`config.mk`:
```
export PLATFORM = sky130hd
export DESIGN_NAME = tx_lane_top
export DESIGN_NICKNAME = d
export VERILOG_FILES = /design/src/source/oserdes_pkg.sv /design/src/source/slot_word_if.sv /design/src/source/tx_lane_top.sv /design/src/source/oserdes_shifter.sv /design/src/source/slot_mapper.sv /design/src/source/tx_word_fifo.sv
export SDC_FILE = /design/constraint.sdc
export NUM_CORES = 1
export LEC_CHECK = 0
export BUFFER_PORTS_ARGS = -buffer_cell sky130_fd_sc_hd__buf_2
export CORE_MARGIN = 3
export CORE_UTILIZATION = 52
export DETAILED_ROUTE_END_ITERATION = 10
export GPL_ROUTABILITY_DRIVEN = 1
export PLACE_DENSITY = 0.7
export REMOVE_ABC_BUFFERS = 1
export SYNTH_ARGS = -nofsm -noshare
export SYNTH_HDL_FRONTEND = slang
export SYNTH_SLANG_ARGS = --single-unit
```
`constraint.sdc`:
```
create_clock -name clk -period 3.45 [get_ports clk]
set_input_delay 0.5175 -clock clk [delete_from_list [all_inputs] [get_ports clk]]
set_output_delay 0.5175 -clock clk [all_outputs]
set_load 0.05 [all_outputs]
```
`src/source/oserdes_pkg.sv`:
```
package oserdes_pkg;

   ////////////////////////////////////////////////////////////
   // Serialization modes and slot geometry
   ////////////////////////////////////////////////////////////

   typedef enum logic [1:0] {
      MODE_8TO1     = 2'd0,                 // D0..D7, one bit per slot
      MODE_4TO1     = 2'd1,                 // D0..D3
      MODE_SDR_4TO1 = 2'd2,                 // D0,D0 .. D3,D3
      MODE_SDR_2TO1 = 2'd3                  // D0,D0,D1,D1
   } ser_mode_e;

   localparam int SLOT_MAX = 8;             // Slot positions per mapped word
   localparam int LEN_W    = 4;             // Holds a length of up to 8

   // One pushed word, 14 bits in all
   typedef struct packed {
      logic [7:0] data;                     // Parallel data bits
      logic [3:0] tri_bits;                 // Tristate bits, T0 first
      ser_mode_e  mode;                     // Per-word serialization mode
   } word_t;

   localparam logic IDLE_OQ = 1'b0;         // Data line value between words
   localparam logic IDLE_TQ = 1'b1;         // Line tristated when idle

   // Slots a word of the given mode occupies on the output
   function automatic logic [LEN_W-1:0] slot_len(ser_mode_e mode);
      case (mode)
         MODE_8TO1:     slot_len = LEN_W'(8);
         MODE_4TO1:     slot_len = LEN_W'(4);
         MODE_SDR_4TO1: slot_len = LEN_W'(8); // Four bits, each doubled
         default:       slot_len = LEN_W'(4); // SDR 2:1, two bits doubled
      endcase
   endfunction

endpackage
```
`src/source/slot_word_if.sv`:
```
`timescale 1ns/1ps

interface slot_word_if
   import oserdes_pkg::*;
();

   logic                valid;              // Queue holds at least one word
   logic [SLOT_MAX-1:0] slots;              // Data slots, slot 0 sent first
   logic [SLOT_MAX-1:0] tslots;             // Tristate level per slot
   logic [LEN_W-1:0]    len;                // Slots used by the head word
   logic                pop;                // Head word taken at this edge

   modport queue (
      output valid,
      input  pop
   );

   modport mapper (
      output slots,
      output tslots,
      output len
   );

   modport shifter (
      input  valid,
      input  slots,
      input  tslots,
      input  len,
      output pop
   );

endinterface

```
`src/source/tx_lane_top.sv`:
```
`timescale 1ns/1ps

module tx_lane_top
   import oserdes_pkg::*;
#(
   parameter int FIFO_DEPTH = 4,            // Words held ahead of the shifter
   parameter int TRI_WIDTH  = 1             // 1 or 4 tristate bits per word
) (
   input  logic       clk,
   input  logic       arst_n,
   input  logic       push,                 // Fabric write strobe
   input  logic [7:0] push_data,
   input  logic [3:0] push_tri,
   input  ser_mode_e  push_mode,
   output logic       full,
   output logic       overflow,
   output logic       oq,                   // Serial data out
   output logic       tq,                   // Tristate control out
   output logic       underrun
);

   word_t push_word;                        // Packed push fields
   word_t head_word;                        // Queue head into the mapper

   assign push_word = '{data: push_data, tri_bits: push_tri, mode: push_mode};

   slot_word_if u_sw ();                    // Queue, mapper and shifter link

   ////////////////////////////////////////////////////////////
   // Lane datapath
   ////////////////////////////////////////////////////////////

   tx_word_fifo #(
      .FIFO_DEPTH (FIFO_DEPTH)
   ) u_fifo (
      .clk       (clk),
      .arst_n    (arst_n),
      .push      (push),
      .push_word (push_word),
      .full      (full),
      .overflow  (overflow),
      .head      (head_word),
      .q         (u_sw.queue)
   );

   slot_mapper #(
      .TRI_WIDTH (TRI_WIDTH)
   ) u_mapper (
      .head (head_word),
      .m    (u_sw.mapper)
   );

   oserdes_shifter u_shifter (
      .clk      (clk),
      .arst_n   (arst_n),
      .s        (u_sw.shifter),
      .oq       (oq),
      .tq       (tq),
      .underrun (underrun)
   );

endmodule

```
`src/source/oserdes_shifter.sv`:
```
`timescale 1ns/1ps

module oserdes_shifter
   import oserdes_pkg::*;
(
   input  logic          clk,
   input  logic          arst_n,
   slot_word_if.shifter  s,
   output logic          oq,                // Serial data, registered
   output logic          tq,                // Tristate control, registered
   output logic          underrun           // Queue empty at word boundary
);

   typedef enum logic {
      SH_IDLE,                              // Nothing on the line
      SH_SEND                               // A word is being shifted out
   } sh_state_e;

   sh_state_e           state;
   logic [LEN_W-1:0]    cnt;                // Slots left after the one shown
   logic [SLOT_MAX-1:0] sh_d;               // Data slots still to send
   logic [SLOT_MAX-1:0] sh_t;               // Tristate slots still to send
   logic                last_slot;
   logic                load;

   ////////////////////////////////////////////////////////////
   // Word boundary
   ////////////////////////////////////////////////////////////

   assign last_slot = (state == SH_SEND) && (cnt == '0);  // Final slot on the line
   assign load      = ((state == SH_IDLE) || last_slot) && s.valid;
   assign s.pop     = load;                 // Take head word as it is loaded

   ////////////////////////////////////////////////////////////
   // Control and output registers
   ////////////////////////////////////////////////////////////

   always_ff @(posedge clk or negedge arst_n) begin
      if (!arst_n) begin
         state    <= SH_IDLE;
         cnt      <= '0;
         oq       <= IDLE_OQ;
         tq       <= IDLE_TQ;
         underrun <= 1'b0;
      end else begin
         underrun <= 1'b0;                  // Single-cycle pulse
         if (load) begin
            state <= SH_SEND;
            cnt   <= s.len - LEN_W'(1);     // Slot 0 goes out now
            oq    <= s.slots[0];
            tq    <= s.tslots[0];
         end else if (last_slot) begin
            // Queue ran dry, fall back to the idle line levels
            state    <= SH_IDLE;
            oq       <= IDLE_OQ;
            tq       <= IDLE_TQ;
            underrun <= 1'b1;
         end else if (state == SH_SEND) begin
            cnt <= cnt - LEN_W'(1);
            oq  <= sh_d[0];                 // Next slot of the current word
            tq  <= sh_t[0];
         end
      end
   end

   ////////////////////////////////////////////////////////////
   // Slot shift registers
   ////////////////////////////////////////////////////////////

   always_ff @(posedge clk) begin
      if (load) begin
         sh_d <= s.slots >> 1;              // Slot 0 already on oq
         sh_t <= s.tslots >> 1;
      end else if (state == SH_SEND) begin
         sh_d <= sh_d >> 1;                 // LSB first
         sh_t <= sh_t >> 1;
      end
   end

endmodule

```
`src/source/slot_mapper.sv`:
```
`timescale 1ns/1ps

module slot_mapper
   import oserdes_pkg::*;
#(
   parameter int TRI_WIDTH = 1              // 1 or 4 tristate bits used
) (
   input  word_t        head,               // Head word of the queue
   slot_word_if.mapper  m
);

   logic [LEN_W-1:0] word_len;

   assign word_len = slot_len(head.mode);
   assign m.len    = word_len;

   ////////////////////////////////////////////////////////////
   // Data slots
   ////////////////////////////////////////////////////////////

   always_comb begin
      m.slots = '0;                         // Unused positions stay zero
      case (head.mode)
         MODE_8TO1: begin
            m.slots = head.data;            // D0..D7
         end
         MODE_4TO1: begin
            m.slots[3:0] = head.data[3:0];  // D0..D3
         end
         MODE_SDR_4TO1: begin
            for (int i = 0; i < 4; i++) begin
               m.slots[2*i]   = head.data[i]; // Each bit held two slots
               m.slots[2*i+1] = head.data[i];
            end
         end
         default: begin                     // SDR 2:1
            for (int i = 0; i < 2; i++) begin
               m.slots[2*i]   = head.data[i];
               m.slots[2*i+1] = head.data[i];
            end
         end
      endcase
   end

   ////////////////////////////////////////////////////////////
   // Tristate slots
   ////////////////////////////////////////////////////////////

   always_comb begin
      logic [1:0] qidx;                     // Quarter of the word a slot falls in
      m.tslots = '0;
      for (int k = 0; k < SLOT_MAX; k++) begin
         qidx = (word_len == LEN_W'(8)) ? 2'(k >> 1) : 2'(k); // 2 or 1 slots per quarter
         if (k < int'(word_len)) begin
            if (TRI_WIDTH == 1) begin
               m.tslots[k] = head.tri_bits[0];    // Whole word follows T0
            end else begin
               m.tslots[k] = head.tri_bits[qidx]; // T0..T3 in order
            end
         end
      end
   end

endmodule

```
`src/source/tx_word_fifo.sv`:
```
`timescale 1ns/1ps

module tx_word_fifo
   import oserdes_pkg::*;
#(
   parameter int FIFO_DEPTH = 4
) (
   input  logic        clk,
   input  logic        arst_n,
   input  logic        push,                // Write strobe from fabric
   input  word_t       push_word,
   output logic        full,
   output logic        overflow,            // One-cycle pulse per dropped push
   output word_t       head,                // Oldest word, seen combinationally
   slot_word_if.queue  q
);

   localparam int PTR_W = (FIFO_DEPTH > 1) ? $clog2(FIFO_DEPTH) : 1;
   localparam int CNT_W = $clog2(FIFO_DEPTH + 1);

   ////////////////////////////////////////////////////////////
   // Storage and pointers
   ////////////////////////////////////////////////////////////

   word_t            mem [FIFO_DEPTH];      // Word storage
   logic [PTR_W-1:0] wr_ptr;
   logic [PTR_W-1:0] rd_ptr;
   logic [CNT_W-1:0] count;                 // Occupancy
   logic             wr_en;
   logic             rd_en;

   assign full    = (count == CNT_W'(FIFO_DEPTH));
   assign q.valid = (count != '0);          // Not empty
   assign wr_en   = push && !full;          // Push while full is dropped
   assign rd_en   = q.pop && q.valid;       // Pop only takes a real word
   assign head    = mem[rd_ptr];

   // Pointer step with wrap at the last entry
   function automatic logic [PTR_W-1:0] ptr_next(logic [PTR_W-1:0] ptr);
      if (ptr == PTR_W'(FIFO_DEPTH - 1)) begin
         ptr_next = '0;
      end else begin
         ptr_next = ptr + PTR_W'(1);
      end
   endfunction

   always_ff @(posedge clk) begin
      if (wr_en) begin
         mem[wr_ptr] <= push_word;          // One-cycle write
      end
   end

   always_ff @(posedge clk or negedge arst_n) begin
      if (!arst_n) begin
         wr_ptr   <= '0;
         rd_ptr   <= '0;
         count    <= '0;
         overflow <= 1'b0;
      end else begin
         overflow <= push && full;          // Flag the drop on the next edge
         if (wr_en) begin
            wr_ptr <= ptr_next(wr_ptr);
         end
         if (rd_en) begin
            rd_ptr <= ptr_next(rd_ptr);
         end
         case ({wr_en, rd_en})
            2'b10:   count <= count + CNT_W'(1);
            2'b01:   count <= count - CNT_W'(1);
            default: count <= count;        // Both or neither, no change
         endcase
      end
   end

endmodule

```
# Yosys cells after proc, flatten, opt, wreduce, memory -nomap -nowiden
# Memory sizes are Yosys's and may differ from the RTL's.
# Cells that the tools add are included.
word_totals:
  in_bits: 17
  ram_bits: 56
  latch_bits: 0
  output_inout_bits: 5
  register_bits: 30
  mem_count: 1
  mem_bits_ro: 0
op_classes:
  n_reduce_logical: 17
  add_sub_neg: 6
  eq_ne: 8
  n_div: 0
  order_cmp: 8
  muxes: 33
  bitwise_logic: 1
  n_mul: 0
  shifts: 0
mem_list:
  columns: ["name", "depth", "word_bits", "rd", "rd_ports_with_merged_regs", "wr", "line", "source"]
  rows:
  - ["u_fifo.mem", 4, 14, 1, 0, 1, "tx_word_fifo.sv:25", "word_t mem [FIFO_DEPTH];"]
ops:
  columns: ["operator", "n"]
  rows:
  - ["$mux 7", 4]
  - ["$mux 1", 20]
  - ["$mux 4", 5]
  - ["$lt 3x4->1 const A", 4]
  - ["$eq 2x2->1 const B", 4]
  - ["$lt 1x4->1 const A", 2]
  - ["$lt 2x4->1 const A", 2]
  - ["$pmux 4 s2", 1]
  - ["$sub 4x1->4 const B", 2]
  - ["$pmux 3 s2", 1]
  - ["$reduce_bool 2->1", 3]
  - ["$reduce_bool 3->1", 2]
  - ["$logic_and 1x1->1", 5]
  - ["$add 2x1->2 const B", 2]
  - ["$eq 2x1->1 const B", 2]
  - ["$logic_not 4->1", 1]
  - ["$mux 2", 2]
  - ["$reduce_or 2->1", 2]
  - ["$add 3x1->3 const B", 1]
  - ["$eq 3x3->1 const B", 1]
  - ["$sub 3x1->3 const B", 1]
  - ["$logic_not 2->1", 1]
  - ["$ne 2x2->1 const B", 1]
  - ["$reduce_and 2->1", 1]
  - ["other kinds (3)", 3]

# Logic depth before layout (Yosys ltp)
# Gate-level depths: netlist of run 1.
logic_depth:
  word_depth: 7
  ltp_mapped: 13
  ltp_nobuf: 11

# By module
# From an unflattened synthesis of run 1, not the netlist that was laid out.
unflattened:
  hier_cells: 252
  hier_area_um2: 3809.9
modules_own_cells:
  columns: ["module", "area_each_um2", "seq_area_each_um2", "instances", "cells_each"]
  rows:
  - ["tx_word_fifo", 2507.4, 1881.8, 1, 116]
  - ["oserdes_shifter", 1109.8, 621.8, 1, 105]
  - ["slot_mapper", 192.7, 0.0, 1, 31]

# Worst setup path after synthesis of run 1
# OpenSTA, ideal clock, no wires.
synth_timing:
  kind: "reg2reg"
  from: "register u_shifter.cnt[0]"
  to: "register u_fifo.count[2]"
  arrival_time_ns: 2.445
  setup_slack_ns: 0.926
  n_path_buf: 2
  stages_incl_launch_ff: 14
  period_less_slack_ns: 2.524
  setup_time_ns: 0.079
  t_required_ns: 3.371
  cell_sequence: "dfrtp_1 -> inv_1 -> ha_1 -> or3b_1 -> clkbuf_1 -> a21o_1 -> buf_6 -> inv_2 -> ha_1 -> inv_1 -> fa_1 -> xor2_1 -> nor2_1 -> xor2_1"
synth_via:
  elab_chain_cells: 7
synth_lines:
  columns: ["item", "line", "source"]
  rows:
  - ["from (decl)", "oserdes_shifter.sv:20", "logic [LEN_W-1:0] cnt;"]
  - ["from (signal assigned)", "oserdes_shifter.sv:49", "cnt <= s.len - LEN_W'(1);"]
  - ["from (signal assigned)", "oserdes_shifter.sv:59", "cnt <= cnt - LEN_W'(1);"]
  - ["$logic_not 4->1 *", "oserdes_shifter.sv:30", "assign last_slot = (state == SH_SEND) && (cnt == '0);"]
  - ["$logic_and 1x1->1 *", "oserdes_shifter.sv:30", null]
  - ["$logic_or 1x1->1 *", "oserdes_shifter.sv:31", "assign load = ((state == SH_IDLE) || last_slot) && s.valid;"]
  - ["$logic_and 1x1->1 *", "oserdes_shifter.sv:31", null]
  - ["named net u_fifo.q.pop", "slot_word_if.sv:15", "input pop"]
  - ["$logic_and 1x1->1 *", "tx_word_fifo.sv:35", "assign rd_en = q.pop && q.valid;"]
  - ["$eq 2x1->1 or $eq 2x2->1 (tied branches)", "tx_word_fifo.sv:67", "case ({wr_en, rd_en})"]
  - ["$pmux 3 s2 or $reduce_bool 2->1 (tied branches)", null, null]
  - ["to (signal assigned)", "tx_word_fifo.sv:68", "2'b10: count <= count + CNT_W'(1);"]
  - ["to (signal assigned)", "tx_word_fifo.sv:69", "2'b01: count <= count - CNT_W'(1);"]
  - ["to (signal assigned)", "tx_word_fifo.sv:70", "default: count <= count;"]
  - ["to (decl)", "tx_word_fifo.sv:28", "logic [CNT_W-1:0] count;"]
# Mark *: on every way through the listed nets, which the timed path passes. The rest lies on a longest branch.
# A chain may end at the register's enable or synchronous reset.

# Worst setup path in the final report of run 1
# Ends and elaborated chain as after synthesis.

==> results of run 1 <==
kinds of logic (layout without fill, tap and decap cells):
group | Yosys count | count (layout) | share of synthesized area, %
AO/OA/AOI/OAI | 26 | 26 | 5.329
multiplexers | 15 | 15 | 9.649
flip-flops | 74 | 74 | 69.16
buffers and inverters | 20 | 50 | 3.189
AND/OR/NAND/NOR | 56 | 56 | 8.357
XOR/XNOR | 3 | 3 | 0.8480
adder cells (fa/ha/maj) | 8 | 8 | 3.472
final cells by class:
class,instances,area [sq um]
Clock inverter,5,45.04
Multi-Input combinational cell,108,857.1
Sequential cell,74,2143
Clock buffer,11,131.4
Fill cell,439,2217
Timing Repair Buffer,20,105.1
Tap cell,72,90.09
Inverter,14,52.55
final timing paths:
| path | from | end | slack, ns | cells after the start |
|---|---|---|---|---|
| worst min-delay path | arst_n | u_shifter.state | 0.08 | 1 |
| min in group clk | push_data[1] | u_fifo.mem[1][7] | 0.39 | 1 |
| max in group asynchronous | arst_n | u_shifter.tq | 3.06 | 1 |
| worst max register to register | u_shifter.cnt[0] | u_fifo.count[2] | 0.61 | 11 |
| worst min register to register | u_shifter.sh_d[0] | u_shifter.oq | 0.43 | 2 |
| worst max-delay path | u_shifter.cnt[0] | u_fifo.count[2] | 0.61 | 11 |
sequential cells by signal (all words and copies together), names as in the netlist:
signal              count
u_fifo.mem             44
u_shifter.sh_d          7
u_shifter.sh_t          7
u_shifter.cnt           4
u_fifo.count            3
u_fifo.rd_ptr           2
u_fifo.wr_ptr           2
u_fifo.overflow         1
u_shifter.oq            1
u_shifter.state         1
u_shifter.tq            1
u_shifter.underrun      1
cells in the final DEF (no fill, tap or decap), types with 7 or more instances in the layout:
cell type   n
buf_2      18
ha_1        7
clkbuf_8    9
edfxtp_1   58
inv_1      13
dfrtp_1    15
nand2_1    34
mux4_2      9
per-layer routing:
metal | track usage [%] | wire length, um | vias to the layer above
li1 | - | - | 795
met1 | 20.39 | 2312 | 813
met2 | 22.38 | 2207 | 31
met3 | 5.357 | 187 | 9
met4 | 7.132 | 90 | 0
met5 | 0 | 0 | -
per-stage QoR:
stage / area (sq um) / setup WS [ns] / cells
after floorplan: 3053 / 0.8874 / 196
after global placement: 3248 / 0.6644 / 288
after detailed placement: 3248 / 0.6149 / 288
after CTS: 3425 / 0.5991 / 304
after global routing: 3425 / 0.3898 / 304
final: 3425 / 0.6115 / 304
power breakdown:
group | internal, uW | switching, uW
logic | 381 | 498
registers | 1230 | 149
clock network | 325 | 289
==> flow_summary.ini, run 1 <==
[logic_synthesis]
synth_commonest_cells = edfxtp_1 (58), nand2_1 (34), dfrtp_1 (15)
synth_area_leader_cell = edfxtp_1
syn_area_per_cell_sq_um = 15.34
synth_cell_types = 38
ys_seq_elements = 74
syn_area_sq_um = 3099
synth_top_area_share_pct = 56.20
synth-edff-count = 58
synthFlopType = edfxtp_1
ys_seq_area_share_pct = 69.16
synthArstFlopShare_pct = 21.62
synthCells = 202
synth.most_common_cell = edfxtp_1
yosysWarnings = 0
synth_area_leaders = edfxtp_1 (56%), dfrtp_1 (12%), mux4_2 (6.5%), nand2_1 (4.1%), ha_1 (2.8%)

[timing]
slew_headroom_pct = 59.73
fin_crit_sh_pct = 82.27
setup_viol = 0
finalSetupTns_ns = 0
skew_ns = 0.008938
whs_ns = 0.07921
tightest_slew_ns = 0.6040
fmax_mhz = 352.3
final_max_slew_viol_count = 0
min_period_ns = 2.838
rsz0062_at_grt = no
hold_viol = 0

[global_route]
grt_overflow = 0
antenna_found_initial = 0
grt_max_degree = 20
grt_pass1_wl_um = 7997
grt_pass1_vias = 1639
track_usage_pct = 15.24

[cells_and_area]
nNetsFinal = 252
n_antenna_cell = 0
area_delta_synth_final_pct = 10.50
final_core_util_pct = 60.70
drive_above_1_share_pct = 19.40

[drt]
viasPerCell = 5.421
drc_errors = 0
num_vias = 1648
drt-pass1-iter-count = 4
avgRoutedWirePerCell_um = 15.78
ant_nets = 0
routed_wl_um = 4798
drt_iter0_markers = 188

[clock_tree]
cts_tree = done
clk_pin_slew_ns = 0.07
cts.sink_count = 74
cts_max_level = 3
numCtsBuffers = 9
clk_latency_ns = 0.34
postCtsSetupBuffers = 0
cts-root-buf = clkbuf_8
cts_buffer_depth = 2
hold_buffers = 0
cts_resized = 0

[critical_path]
worstPathArrival_ns = 3.10
startpoint_type = flop
end_kind = flop
critPathTopFamily = adder cells
path_buf_inv = 3
required_ns = 3.71
path_cells = inv_1, ha_1, or3b_1, a21o_1, inv_2, ha_1, inv_1, fa_1, xor2_1, nor2_1, xor2_1
cp_slowest_stage_delay_ns = 0.47
crit_slowest_cell = or3b_1
cp_max_fo = 19
worstSetupPathType = reg -> reg

[pwr]
powerDensity_nw_per_um2 = 840.0
p_total_uw = 2877
power_leakage_uw = 0.001390
peakVddDrop_uv = 464.4

[placed_design]
routabilityCongestion = 0.7437
dp_hpwl_um = 3202
portBuffers = 18

[run]
max-cap-violations = 0

[die]
die_area_sq_um = 6922
start_util_pct = 54.93
io_pins = 22
die_y_um = 83.20
rows = 27
fp.dieW_um = 83.20
core_sq_um = 5642

[run_status]
status = finished, final reports clean

[hold_path]
hold_path_class = in -> async
(Power assumes the default switching activity.)
==> run 2, diff against run 1 <==
--- a/config.mk
+++ b/config.mk
@@ -10,7 +10,7 @@
 export CORE_UTILIZATION = 52
 export DETAILED_ROUTE_END_ITERATION = 10
 export GPL_ROUTABILITY_DRIVEN = 1
-export PLACE_DENSITY = 0.7
+export PLACE_DENSITY = 0.73
 export REMOVE_ABC_BUFFERS = 1
 export SYNTH_ARGS = -nofsm -noshare
 export SYNTH_HDL_FRONTEND = slang
==> constraint.sdc (replaced) <==
create_clock -name clk -period 2.6 [get_ports clk]
set_input_delay 0.39 -clock clk [delete_from_list [all_inputs] [get_ports clk]]
set_output_delay 0.39 -clock clk [all_outputs]
set_load 0.05 [all_outputs]
==> run 2 against run 1 <==
Net effect: global-route usage up 0.63 points; wire length up 2.1%; clock power up 73%; die area unchanged; setup slack worse by 0.45 ns; critical path type unchanged; largest power group unchanged; core utilization up 2.0 points; non-clock buffer count up 5; power up 43%; sequential share of layout area down 2.0 points; critical endpoint unchanged; first-iteration DRC count down 44%; highest routed layer unchanged; register-to-register slack worse by 0.45 ns.
==> flow_summary.ini, run 2 (synthesis results as in run 1) <==
[global_route]
grt_overflow = 0
grt_pass1_vias = 1686
grt_pass1_wl_um = 8355
grt_max_degree = 19
track_usage_pct = 15.86
antenna_found_initial = 0

[drt]
wl_met1_um = 2235
drc_errors = 0
ant_nets = 0
drt_iter0_markers = 106
num_vias = 1670
top_layer_used = met4
avgRoutedWirePerCell_um = 15.86
wl_met3_um = 186
viasPerCell = 5.405
routed_wl_um = 4900
drt-pass1-iter-count = 4
dr_wl_met2_um = 2350

[timing]
tightest_slew_ns = 0.5847
slew_headroom_pct = 61.02
setup_viol = 0
skew_ns = 0.007435
whs_ns = 0.2592
final_max_slew_viol_count = 0
fmax_mhz = 409.4
min_period_ns = 2.443
hold_viol = 0
fin_crit_sh_pct = 93.96

[critical_path]
startpoint_type = flop
cp_slowest_stage_delay_ns = 0.39
end_kind = flop
required_ns = 2.87
cp_max_fo = 4
crit_slowest_cell = dfrtp_1
path_cells = inv_1, ha_2, or3b_1, a21o_1, inv_2, ha_2, inv_1, fa_1, xor2_1, nor2_1, xor2_1
worstSetupPathType = reg -> reg
worstPathArrival_ns = 2.72
reg2reg_slack_ns = 0.16

[pwr]
pwr-share-comb_pct = 29.5
switchingPower_uw = 1296
netSwitchingFraction_pct = 31.49
clkPwrFrac_pct = 25.9
internal_power_uw = 2820
powerDensity_nw_per_um2 = 1164
power_leakage_uw = 0.001438
p_seq_share_pct = 44.6
peakVddDrop_uv = 609.8

[clock_tree]
cts_tree = done
cts.sink_count = 74
cts_buffer_depth = 2
clk_latency_ns = 0.35
clk_pin_slew_ns = 0.08
cts_max_level = 3
cts-root-buf = clkbuf_8
numCtsBuffers = 9

[cells_and_area]
area_delta_synth_final_pct = 14.09
top_regs = u_fifo.mem x44, u_shifter.sh_d x7, u_shifter.sh_t x7
top_register = u_fifo.mem
fin_cells = 309
stdcell_area_sq_um = 3536
n_antenna_cell = 0
nNetsFinal = 257
final_cell_mix = edfxtp_1 (58), nand2_1 (34), buf_2 (18)
largest_reg_flops = 44
final_common_cell = edfxtp_1
drive_above_1_share_pct = 23.63

[placed_design]
dp_hpwl_um = 3289
routabilityCongestion = 0.7916
placed_area_sq_um = 3263
portBuffers = 18
dp_cells = 290

[run_status]
status = finished, final reports clean

[die]
fp.dieW_um = 83.20
io_pins = 22
die_y_um = 83.20
core_sq_um = 5642
start_util_pct = 54.93
rows = 27
die_area_sq_um = 6922

[run]
max-cap-violations = 0

[hold_path]
hold_path_class = in -> reg
run 2: through the flow:
step,total power [uW],setup TNS [ns],utilization [%],worst slack (ns)
after floorplan,2714,0,-,0.03744
after global placement,3012,0,57.84,0.1882
after detailed placement,3064,0,57.84,0.1499
after CTS,4135,0,62.32,0.1216
after global routing,4397,-0.002896,62.67,-0.002896
final,4116,0,62.67,0.1572
run 2: layer usage:
layer	up-vias	global-route usage (%)
met3	10	4.266
met5	-	0
met4	0	8.915
met2	35	24.20
li1	805	-
met1	820	20.59
run 2: timing repair:
item	4_1_cts	5_1_grt
resized for setup	0	2
hold buffers	1	0
setup endpoints to repair	0	1
setup buffers	0	2
hold endpoints to repair	15	0
run 2: path summary, 6_finish.rpt:
kind                                    from          endpoint  depth (start not counted)
setup / recovery            u_shifter.cnt[0]   u_fifo.count[2]                         11
hold / removal                  push_data[0]  u_fifo.mem[3][6]                          1
setup reg to reg            u_shifter.cnt[0]   u_fifo.count[2]                         11
hold reg to reg            u_shifter.sh_d[0]      u_shifter.oq                          2
max in group asynchronous             arst_n      u_shifter.tq                          2
min in group asynchronous             arst_n      u_shifter.oq                          2
run 2: power groups by stage:
stage                     combinational (uW)  clock [uW]  sequential, uW
after floorplan                          839           0            1880
after global placement                  1160           0            1850
after detailed placement                1190           0            1870
after CTS                               1200        1090            1850
after global routing                    1370        1150            1880
final                                   1220        1060            1840
run 2: layout make-up:
type | count | area [sq um]
clock buffers | 10 | 127.6
clock inverters | 6 | 115.1
fillers | 403 | 2106
inverters | 14 | 52.55
multi-input cells | 108 | 862.1
flip-flops and latches | 74 | 2143
well taps | 72 | 90.09
repair buffers | 25 | 145.1
run 2: critical path, delay by kind of cell, from the launching register on:
kind	cells	cell delay [ns]
adders and majority gates	3	0.75
AOI/OAI and AO/OA	1	0.21
and+or+nand+nor	2	0.48
buffers and inverters	3	0.24
DFF	1	0.39
xor gates and xnor gates	2	0.32
